<file path="src/design/rv_pkg.sv">
`default_nettype none

package rv_pkg;

    localparam int XLEN     = 32;
    localparam int NUM_REGS = 32;

    typedef logic [XLEN-1:0] xlen_t;
    typedef logic [31:0]     inst_t;
    typedef logic [4:0]      reg_addr_t;
    typedef logic [11:0]     csr_addr_t;
    typedef logic [6:0]      opcode_t;

    localparam opcode_t OPC_LUI    = 7'b0110111;
    localparam opcode_t OPC_AUIPC  = 7'b0010111;
    localparam opcode_t OPC_JAL    = 7'b1101111;
    localparam opcode_t OPC_JALR   = 7'b1100111;
    localparam opcode_t OPC_BRANCH = 7'b1100011;
    localparam opcode_t OPC_OP_IMM = 7'b0010011;
    localparam opcode_t OPC_OP     = 7'b0110011;
    localparam opcode_t OPC_SYSTEM = 7'b1110011;

    localparam csr_addr_t CSR_MTVEC    = 12'h305;
    localparam csr_addr_t CSR_MSCRATCH = 12'h340;
    localparam csr_addr_t CSR_MEPC     = 12'h341;
    localparam csr_addr_t CSR_MCAUSE   = 12'h342;

    // Immediate format of the instruction
    typedef enum logic [2:0] {
        TYPE_R,
        TYPE_I,
        TYPE_S,
        TYPE_B,
        TYPE_U,
        TYPE_J,
        TYPE_N
    } inst_type_e;

    typedef enum logic {
        FETCH_REQ,
        FETCH_WAIT
    } fetch_state_e;

    typedef struct packed {
        logic  valid;
        xlen_t pc;
        inst_t inst;
    } fetched_t;

    typedef struct packed {
        logic       valid;
        xlen_t      pc;
        opcode_t    opcode;
        inst_type_e inst_type;
        logic [2:0] funct3;
        logic [6:0] funct7;
        reg_addr_t  rd;
        xlen_t      imm;
        xlen_t      src1;
        xlen_t      src2;
        csr_addr_t  csr_addr;
        xlen_t      csr_old;
        xlen_t      zimm;
    } decoded_t;

    typedef struct packed {
        logic      gpr_we;
        reg_addr_t rd;
        xlen_t     gpr_data;
        logic      csr_we;
        csr_addr_t csr_addr;
        xlen_t     csr_data;
    } writeback_t;

    typedef struct packed {
        logic      valid;
        xlen_t     pc;
        logic      rd_we;
        reg_addr_t rd;
        xlen_t     rd_data;
    } retire_t;

endpackage

`default_nettype wire

</file>
<file path="src/design/rv_regfile.sv">
`timescale 1ns/1ps
`default_nettype none

module rv_regfile import rv_pkg::*; (
    input  logic      clk,
    input  logic      arst_n,
    input  reg_addr_t rs1,
    input  reg_addr_t rs2,
    output xlen_t     src1,
    output xlen_t     src2,
    input  logic      we,
    input  reg_addr_t rd,
    input  xlen_t     wdata
);

    xlen_t regs [NUM_REGS];

    always_ff @(posedge clk or negedge arst_n) begin
        if (!arst_n) begin
            for (int i = 0; i < NUM_REGS; i++) begin
                regs[i] <= '0;
            end
        end else if (we && (rd != '0)) begin
            regs[rd] <= wdata;
        end
    end

    assign src1 = regs[rs1];
    assign src2 = regs[rs2];

    x0_zero_a: assert property (@(posedge clk) disable iff (!arst_n)
        ((rs1 != '0) || (src1 == '0)) && ((rs2 != '0) || (src2 == '0)));

endmodule

`default_nettype wire

</file>
<file path="src/design/rv_csr_file.sv">
`timescale 1ns/1ps
`default_nettype none

module rv_csr_file import rv_pkg::*; (
    input  logic      clk,
    input  logic      arst_n,
    input  csr_addr_t raddr,
    output xlen_t     rdata,
    input  logic      we,
    input  csr_addr_t waddr,
    input  xlen_t     wdata
);

    xlen_t mtvec_q;
    xlen_t mscratch_q;
    xlen_t mepc_q;
    xlen_t mcause_q;

    always_ff @(posedge clk or negedge arst_n) begin
        if (!arst_n) begin
            mtvec_q    <= '0;
            mscratch_q <= '0;
            mepc_q     <= '0;
            mcause_q   <= '0;
        end else if (we) begin
            case (waddr)
                CSR_MTVEC:    mtvec_q    <= wdata;
                CSR_MSCRATCH: mscratch_q <= wdata;
                CSR_MEPC:     mepc_q     <= wdata;
                CSR_MCAUSE:   mcause_q   <= wdata;
                default: ;
            endcase
        end
    end

    // Unmapped addresses read as zero
    always_comb begin
        case (raddr)
            CSR_MTVEC:    rdata = mtvec_q;
            CSR_MSCRATCH: rdata = mscratch_q;
            CSR_MEPC:     rdata = mepc_q;
            CSR_MCAUSE:   rdata = mcause_q;
            default:      rdata = '0;
        endcase
    end

endmodule

`default_nettype wire

</file>
<file path="src/design/rv_fetch.sv">
`timescale 1ns/1ps
`default_nettype none

module rv_fetch import rv_pkg::*; (
    input  logic     clk,
    input  logic     arst_n,
    input  logic     redirect,
    input  xlen_t    next_pc,
    output logic     wb_cyc,
    output logic     wb_stb,
    output logic     wb_we,
    output xlen_t    wb_adr,
    input  logic     wb_ack,
    input  inst_t    wb_dat_r,
    output fetched_t fetched
);

    fetch_state_e state_q;
    xlen_t        pc_q;
    logic         boot_q;
    logic         done;

    // Bus cycle is open for the whole request state
    assign wb_cyc = (state_q == FETCH_REQ);
    assign wb_stb = wb_cyc;
    assign wb_we  = 1'b0;
    assign wb_adr = pc_q;
    assign done   = wb_cyc && wb_ack;

    always_ff @(posedge clk or negedge arst_n) begin
        if (!arst_n) begin
            state_q <= FETCH_WAIT;
            pc_q    <= '0;
            boot_q  <= 1'b1;
        end else begin
            boot_q <= 1'b0;
            case (state_q)
                FETCH_REQ: begin
                    if (wb_ack) begin
                        state_q <= FETCH_WAIT;
                    end
                end
                FETCH_WAIT: begin
                    // First request after reset uses the reset PC
                    if (redirect) begin
                        state_q <= FETCH_REQ;
                        pc_q    <= next_pc;
                    end else if (boot_q) begin
                        state_q <= FETCH_REQ;
                    end
                end
                default: state_q <= FETCH_WAIT;
            endcase
        end
    end

    always_ff @(posedge clk or negedge arst_n) begin
        if (!arst_n) begin
            fetched <= '0;
        end else begin
            fetched.valid <= done;
            if (done) begin
                fetched.pc   <= pc_q;
                fetched.inst <= wb_dat_r;
            end
        end
    end

    // Request stays on the bus with a stable address until ack
    req_held_a: assert property (@(posedge clk) disable iff (!arst_n)
        (wb_stb && !wb_ack) |=> (wb_stb && wb_cyc && $stable(wb_adr)));

    // Execute only redirects once the instruction has left the bus
    redirect_idle_a: assert property (@(posedge clk) disable iff (!arst_n)
        redirect |-> (state_q == FETCH_WAIT));

endmodule

`default_nettype wire

</file>
<file path="src/design/rv_decode.sv">
`timescale 1ns/1ps
`default_nettype none

module rv_decode import rv_pkg::*; (
    input  logic       clk,
    input  logic       arst_n,
    input  fetched_t   fetched,
    input  writeback_t wb,
    output decoded_t   decoded
);

    inst_t      inst;
    opcode_t    opcode;
    reg_addr_t  rs1;
    reg_addr_t  rs2;
    csr_addr_t  csr_addr;
    inst_type_e inst_type;
    xlen_t      imm;
    xlen_t      src1;
    xlen_t      src2;
    xlen_t      csr_old;

    assign inst     = fetched.inst;
    assign opcode   = inst[6:0];
    assign rs1      = inst[19:15];
    assign rs2      = inst[24:20];
    assign csr_addr = inst[31:20];

    always_comb begin
        case (opcode)
            OPC_LUI, OPC_AUIPC:             inst_type = TYPE_U;
            OPC_JAL:                        inst_type = TYPE_J;
            OPC_JALR, OPC_OP_IMM, OPC_SYSTEM: inst_type = TYPE_I;
            OPC_BRANCH:                     inst_type = TYPE_B;
            OPC_OP:                         inst_type = TYPE_R;
            default:                        inst_type = TYPE_N;
        endcase
    end

    always_comb begin
        case (inst_type)
            TYPE_I:  imm = {{20{inst[31]}}, inst[31:20]};
            TYPE_S:  imm = {{20{inst[31]}}, inst[31:25], inst[11:7]};
            TYPE_B:  imm = {{19{inst[31]}}, inst[31], inst[7], inst[30:25], inst[11:8], 1'b0};
            TYPE_U:  imm = {inst[31:12], 12'b0};
            TYPE_J:  imm = {{11{inst[31]}}, inst[31], inst[19:12], inst[20], inst[30:21], 1'b0};
            default: imm = '0;
        endcase
    end

    rv_regfile regfile_i (
        .clk    (clk),
        .arst_n (arst_n),
        .rs1    (rs1),
        .rs2    (rs2),
        .src1   (src1),
        .src2   (src2),
        .we     (wb.gpr_we),
        .rd     (wb.rd),
        .wdata  (wb.gpr_data)
    );

    rv_csr_file csr_file_i (
        .clk    (clk),
        .arst_n (arst_n),
        .raddr  (csr_addr),
        .rdata  (csr_old),
        .we     (wb.csr_we),
        .waddr  (wb.csr_addr),
        .wdata  (wb.csr_data)
    );

    always_ff @(posedge clk or negedge arst_n) begin
        if (!arst_n) begin
            decoded <= '0;
        end else begin
            decoded.valid     <= fetched.valid;
            decoded.pc        <= fetched.pc;
            decoded.opcode    <= opcode;
            decoded.inst_type <= inst_type;
            decoded.funct3    <= inst[14:12];
            decoded.funct7    <= inst[31:25];
            decoded.rd        <= inst[11:7];
            decoded.imm       <= imm;
            decoded.src1      <= src1;
            decoded.src2      <= src2;
            decoded.csr_addr  <= csr_addr;
            decoded.csr_old   <= csr_old;
            decoded.zimm      <= xlen_t'(rs1);
        end
    end

    // One instruction in flight, so operands never race a writeback
    single_issue_a: assert property (@(posedge clk) disable iff (!arst_n)
        !(fetched.valid && decoded.valid));

endmodule

`default_nettype wire

</file>
<file path="src/design/rv_execute.sv">
`timescale 1ns/1ps
`default_nettype none

module rv_execute import rv_pkg::*; (
    input  logic       clk,
    input  logic       arst_n,
    input  decoded_t   decoded,
    output writeback_t wb,
    output logic       redirect,
    output xlen_t      next_pc,
    output retire_t    retire
);

    xlen_t      op_b;
    xlen_t      alu_out;
    xlen_t      sra_out;
    xlen_t      pc_plus4;
    xlen_t      operand;
    xlen_t      csr_new;
    xlen_t      result;
    logic       is_op;
    logic       is_csr;
    logic       alt;
    logic       taken;
    logic       rd_wr;
    logic       csr_wr;
    logic [4:0] shamt;

    assign is_op    = (decoded.inst_type == TYPE_R);
    assign is_csr   = (decoded.funct3[1:0] != 2'b00);
    assign op_b     = is_op ? decoded.src2 : decoded.imm;
    assign shamt    = op_b[4:0];
    assign alt      = decoded.funct7[5];
    assign sra_out  = $signed(decoded.src1) >>> shamt;
    assign pc_plus4 = decoded.pc + 32'd4;

    // Sub only exists in the register form
    always_comb begin
        case (decoded.funct3)
            3'b000:  alu_out = (is_op && alt) ? decoded.src1 - op_b : decoded.src1 + op_b;
            3'b001:  alu_out = decoded.src1 << shamt;
            3'b010:  alu_out = xlen_t'($signed(decoded.src1) < $signed(op_b));
            3'b011:  alu_out = xlen_t'(decoded.src1 < op_b);
            3'b100:  alu_out = decoded.src1 ^ op_b;
            3'b101:  alu_out = alt ? sra_out : decoded.src1 >> shamt;
            3'b110:  alu_out = decoded.src1 | op_b;
            default: alu_out = decoded.src1 & op_b;
        endcase
    end

    always_comb begin
        case (decoded.funct3)
            3'b000:  taken = (decoded.src1 == decoded.src2);
            3'b001:  taken = (decoded.src1 != decoded.src2);
            3'b100:  taken = ($signed(decoded.src1) < $signed(decoded.src2));
            3'b101:  taken = ($signed(decoded.src1) >= $signed(decoded.src2));
            3'b110:  taken = (decoded.src1 < decoded.src2);
            3'b111:  taken = (decoded.src1 >= decoded.src2);
            default: taken = 1'b0;
        endcase
    end

    assign operand = decoded.funct3[2] ? decoded.zimm : decoded.src1;

    always_comb begin
        case (decoded.funct3[1:0])
            2'b01:   csr_new = operand;
            2'b10:   csr_new = decoded.csr_old | operand;
            default: csr_new = decoded.csr_old & ~operand;
        endcase
    end

    // Unknown opcodes fall through with no write
    always_comb begin
        result  = '0;
        rd_wr   = 1'b0;
        csr_wr  = 1'b0;
        next_pc = pc_plus4;
        case (decoded.opcode)
            OPC_LUI: begin
                result = decoded.imm;
                rd_wr  = 1'b1;
            end
            OPC_AUIPC: begin
                result = decoded.pc + decoded.imm;
                rd_wr  = 1'b1;
            end
            OPC_JAL: begin
                result  = pc_plus4;
                rd_wr   = 1'b1;
                next_pc = decoded.pc + decoded.imm;
            end
            OPC_JALR: begin
                result  = pc_plus4;
                rd_wr   = 1'b1;
                next_pc = (decoded.src1 + decoded.imm) & ~xlen_t'(1);
            end
            OPC_BRANCH: begin
                if (taken) begin
                    next_pc = decoded.pc + decoded.imm;
                end
            end
            OPC_OP_IMM, OPC_OP: begin
                result = alu_out;
                rd_wr  = 1'b1;
            end
            OPC_SYSTEM: begin
                if (is_csr) begin
                    result = decoded.csr_old;
                    rd_wr  = 1'b1;
                    csr_wr = 1'b1;
                end
            end
            default: ;
        endcase
    end

    assign redirect = decoded.valid;

    always_comb begin
        wb.gpr_we   = decoded.valid && rd_wr && (decoded.rd != '0);
        wb.rd       = decoded.rd;
        wb.gpr_data = result;
        wb.csr_we   = decoded.valid && csr_wr;
        wb.csr_addr = decoded.csr_addr;
        wb.csr_data = csr_new;
    end

    always_ff @(posedge clk or negedge arst_n) begin
        if (!arst_n) begin
            retire <= '0;
        end else begin
            retire.valid   <= decoded.valid;
            retire.pc      <= decoded.pc;
            retire.rd_we   <= wb.gpr_we;
            retire.rd      <= decoded.rd;
            retire.rd_data <= result;
        end
    end

endmodule

`default_nettype wire

</file>
<file path="src/design/rv_core.sv">
`timescale 1ns/1ps
`default_nettype none

module rv_core import rv_pkg::*; (
    input  logic    clk,
    input  logic    arst_n,
    output logic    wb_cyc,
    output logic    wb_stb,
    output logic    wb_we,
    output xlen_t   wb_adr,
    input  logic    wb_ack,
    input  inst_t   wb_dat_r,
    output retire_t retire
);

    fetched_t   fetched;
    decoded_t   decoded;
    writeback_t wb;
    logic       redirect;
    xlen_t      next_pc;

    rv_fetch fetch_i (
        .clk      (clk),
        .arst_n   (arst_n),
        .redirect (redirect),
        .next_pc  (next_pc),
        .wb_cyc   (wb_cyc),
        .wb_stb   (wb_stb),
        .wb_we    (wb_we),
        .wb_adr   (wb_adr),
        .wb_ack   (wb_ack),
        .wb_dat_r (wb_dat_r),
        .fetched  (fetched)
    );

    rv_decode decode_i (
        .clk     (clk),
        .arst_n  (arst_n),
        .fetched (fetched),
        .wb      (wb),
        .decoded (decoded)
    );

    rv_execute execute_i (
        .clk      (clk),
        .arst_n   (arst_n),
        .decoded  (decoded),
        .wb       (wb),
        .redirect (redirect),
        .next_pc  (next_pc),
        .retire   (retire)
    );

endmodule

`default_nettype wire

</file>
<file path="config.mk">
export PLATFORM = sky130hd
export DESIGN_NAME = rv_core
export DESIGN_NICKNAME = d
export VERILOG_FILES = /design/src/design/rv_pkg.sv /design/src/design/rv_regfile.sv /design/src/design/rv_csr_file.sv /design/src/design/rv_fetch.sv /design/src/design/rv_decode.sv /design/src/design/rv_execute.sv /design/src/design/rv_core.sv
export SDC_FILE = /design/constraint.sdc
export NUM_CORES = 2
export LEC_CHECK = 0
export BUFFER_PORTS_ARGS = -buffer_cell sky130_fd_sc_hd__buf_2
export CAP_MARGIN = 10
export CELL_PAD_IN_SITES_DETAIL_PLACEMENT = 1
export CELL_PAD_IN_SITES_GLOBAL_PLACEMENT = 2
export CORE_MARGIN = 1
export CORE_UTILIZATION = 40
export DETAILED_ROUTE_END_ITERATION = 16
export PLACE_DENSITY_LB_ADDON = 0.15
export SLEW_MARGIN = 0
export SYNTH_ARGS = -nofsm -noshare
export SYNTH_HDL_FRONTEND = slang
export SYNTH_HIERARCHICAL = 1
export SYNTH_SLANG_ARGS = --single-unit
</file>
<file path="constraint.sdc">
create_clock -name clk -period 4.87 [get_ports clk]
set_input_delay 0.487 -clock clk [delete_from_list [all_inputs] [get_ports clk]]
set_output_delay 0.487 -clock clk [all_outputs]
set_load 0.05 [all_outputs]
</file>
==> results.toml <==
[grt]
grt_pass1_vias = 74800
grt_start_max_net_pins = 133
track_usage_pct = 34.5
overflow = 0
grt_pass1_wl_mm = 562
antenna_found_initial = 27

[placed_design]
hpwl_mm = 268
io_buffers = 139
gp_congestion = 0.995
placed_area_um2 = 97500
place_inst = 11200

[sta]
post-route-min-period_ns = 4.85
skew_ns = 0.0593
hold_viol_final = 0
worst_pin_slew_ns = 1.28
holdWs_ns = 0.0953
max_freq_mhz = 206
grt_setup_unrepaired = "true"
final-setup-viol-count = 0
slew_viol_final = 0
max_slew_margin_pct = 12.0
period_share_pct = 99.5

[floorplan]
rows = 173
die_y_um = 476
die_x_um = 476
coreArea_um2 = 223000
ios = 141
initial_core_util_pct = 40.3
die_area_um2 = 227000

[critical_path]
arrival_ns = 5.56
path_cells = "buf_6 -> nor3_4 -> buf_12 -> buf_12 -> buf_12 -> mux2_2 -> inv_1 -> ha_4 -> inv_1 -> a21oi_1 -> o31ai_2 -> buf_4 -> nand2b_1 -> o22ai_1 -> a21o_1 -> or3_4 -> a2111oi_4 -> buf_4 -> o21ai_4 -> clkbuf_16 -> mux2_2"
rr_startpoint = "decode_i/decoded[187]$_DFF_PN0_"
cp-end-kind = "register"
cp_top_family = "buffers and inverters"
crit_fanout = 16
critPathKind = "register to register"
crit_path_start = "decode_i/decoded[187]$_DFF_PN0_"
worstPathRequired_ns = 5.58
cpMaxStageDelayCell = "dfrtp_2"
path_buf_inv = 9
start_kind = "register"
cp_common_cell = "buf_12"
cpPeakStageDelay_ns = 0.45

[layout]
utilization_pct = 46.9
final_cell_count_no_fill = 11600
area_growth_pct = 16.4
nFillCells = 23500
layout-drive-gt1-share_pct = 30.1
seq_area_um2 = 38000
final_area_um2 = 105000
multi_input_area_um2 = 48500
layout.cells.most_common = "dfrtp_1"
nNetsFinal = 8668
final_cell_mix = "1508 x dfrtp_1, 1178 x mux2_2, 1160 x mux2i_1"

[synthesis]
yosys_warnings = 6
synthCells = 8101
synth.avg_cell_area_um2 = 11.1
syn-cell-area_um2 = 89900

[hold_path]
min_from = "wb_ack"
min_path_type = "input pin to register"

[power]
peakVddDrop_uv = 349
total_power_mw = 47.5
cellLeakagePower_nw = 51.0
powerDensity_nw_per_um2 = 454

[clocking]
ctsHtreeMaxLevel = 4
clock-sinks = 1518
clk-insertion-delay-late_ns = 0.88
clkTransAtPathRegs_ns = 0.06
cts_inserted_buffers = 175
cts_buffer_depth = 3
cts_tree = "yes"
clock-root-buffer = "clkbuf_16"

[outcome]
status = "finished, final reports clean"

[routing]
drt_iter0_drc = 5898
first_pass_iters = 8
num_vias = 71600
remaining_drc_errors = 0
vias_per_cell = 6.20
ant_nets = 0
wl_per_cell_um = 34.3
totalWireLength_mm = 397

[run]
maxCapViolations = 0
[state kept, by name (all words and copies together) (netlist names)]
register,cells
decode_i/regfile_i/regs,1024
decode_i/csr_file_i/mcause_q,32
execute_i/retire,71
fetch_i/boot_q,1
fetch_i/wb_adr,32
decode_i/csr_file_i/mepc_q,32
fetch_i/state_q,1
decode_i/csr_file_i/mscratch_q,32
decode_i/decoded,196
fetch_i/fetched,65
decode_i/csr_file_i/mtvec_q,32
[where the power goes]
part	total (mW)	switching (mW)	internal, mW
clock	13.7	5.68	8.07
combinational	19.3	12.5	6.84
sequential	14.5	1.21	13.2
total	47.5	19.3	28.1
[per-layer routing]
layer / up-vias / global-route usage [%] / part of all wire [%]
met5: - / 0 / 0.011
met4: 6 / 15.8 / 5.1
met3: 701 / 4.28 / 5.2
met2: 2306 / 54.6 / 46
met1: 38100 / 47.1 / 44
li1: 30500 / - / -
[worst paths after layout]
path                       slack (ns)                                 endpoint  depth (start not counted)
min in group asynchronous        0.30           fetch_i/fetched[0]$_DFFE_PN0P_                          2
max reg2reg                      0.02  decode_i/regfile_i/regs[64]$_DFFE_PN0P_                         21
max in group asynchronous        2.96  decode_i/regfile_i/regs[64]$_DFFE_PN0P_                          3
max                              0.02  decode_i/regfile_i/regs[64]$_DFFE_PN0P_                         21
min                               0.1            fetch_i/fetched[64]$_DFF_PN0_                          2
min reg2reg                      0.35          decode_i/decoded[229]$_DFF_PN0_                          0
[through the flow]
stage	worst slack [ns]	TNS, ns
after floorplan	0.0188	0
after global placement	-0.603	-64.45
after detailed placement	-0.540	-61.59
after CTS	0.000415	0
after global routing	-0.0368	-0.624
final	0.0235	0
[final cells by class]
class / instances / share of cell area, %
inverter: 147 / 0.533
tap: 2975 / 3.56
multi-input combinational: 5737 / 46.4
sequential: 1518 / 36.3
clock inverter: 51 / 0.780
clock buffer: 250 / 4.91
antenna: 12 / 0.0287
timing repair buffer: 862 / 7.44
[what timing repair did]
| item | 4_1_cts | 5_1_grt |
|---|---|---|
| endpoints found under the setup margin | 326 | 454 |
| pin swaps | 3 | 18 |
| gates cloned | 0 | 6 |
| setup buffers | 1 | 9 |
| hold buffers | 33 | 0 |
| resized for setup | 19 | 85 |
| endpoints found under the hold margin | 118 | 0 |
Note: power is estimated with default switching activity, not from simulation.
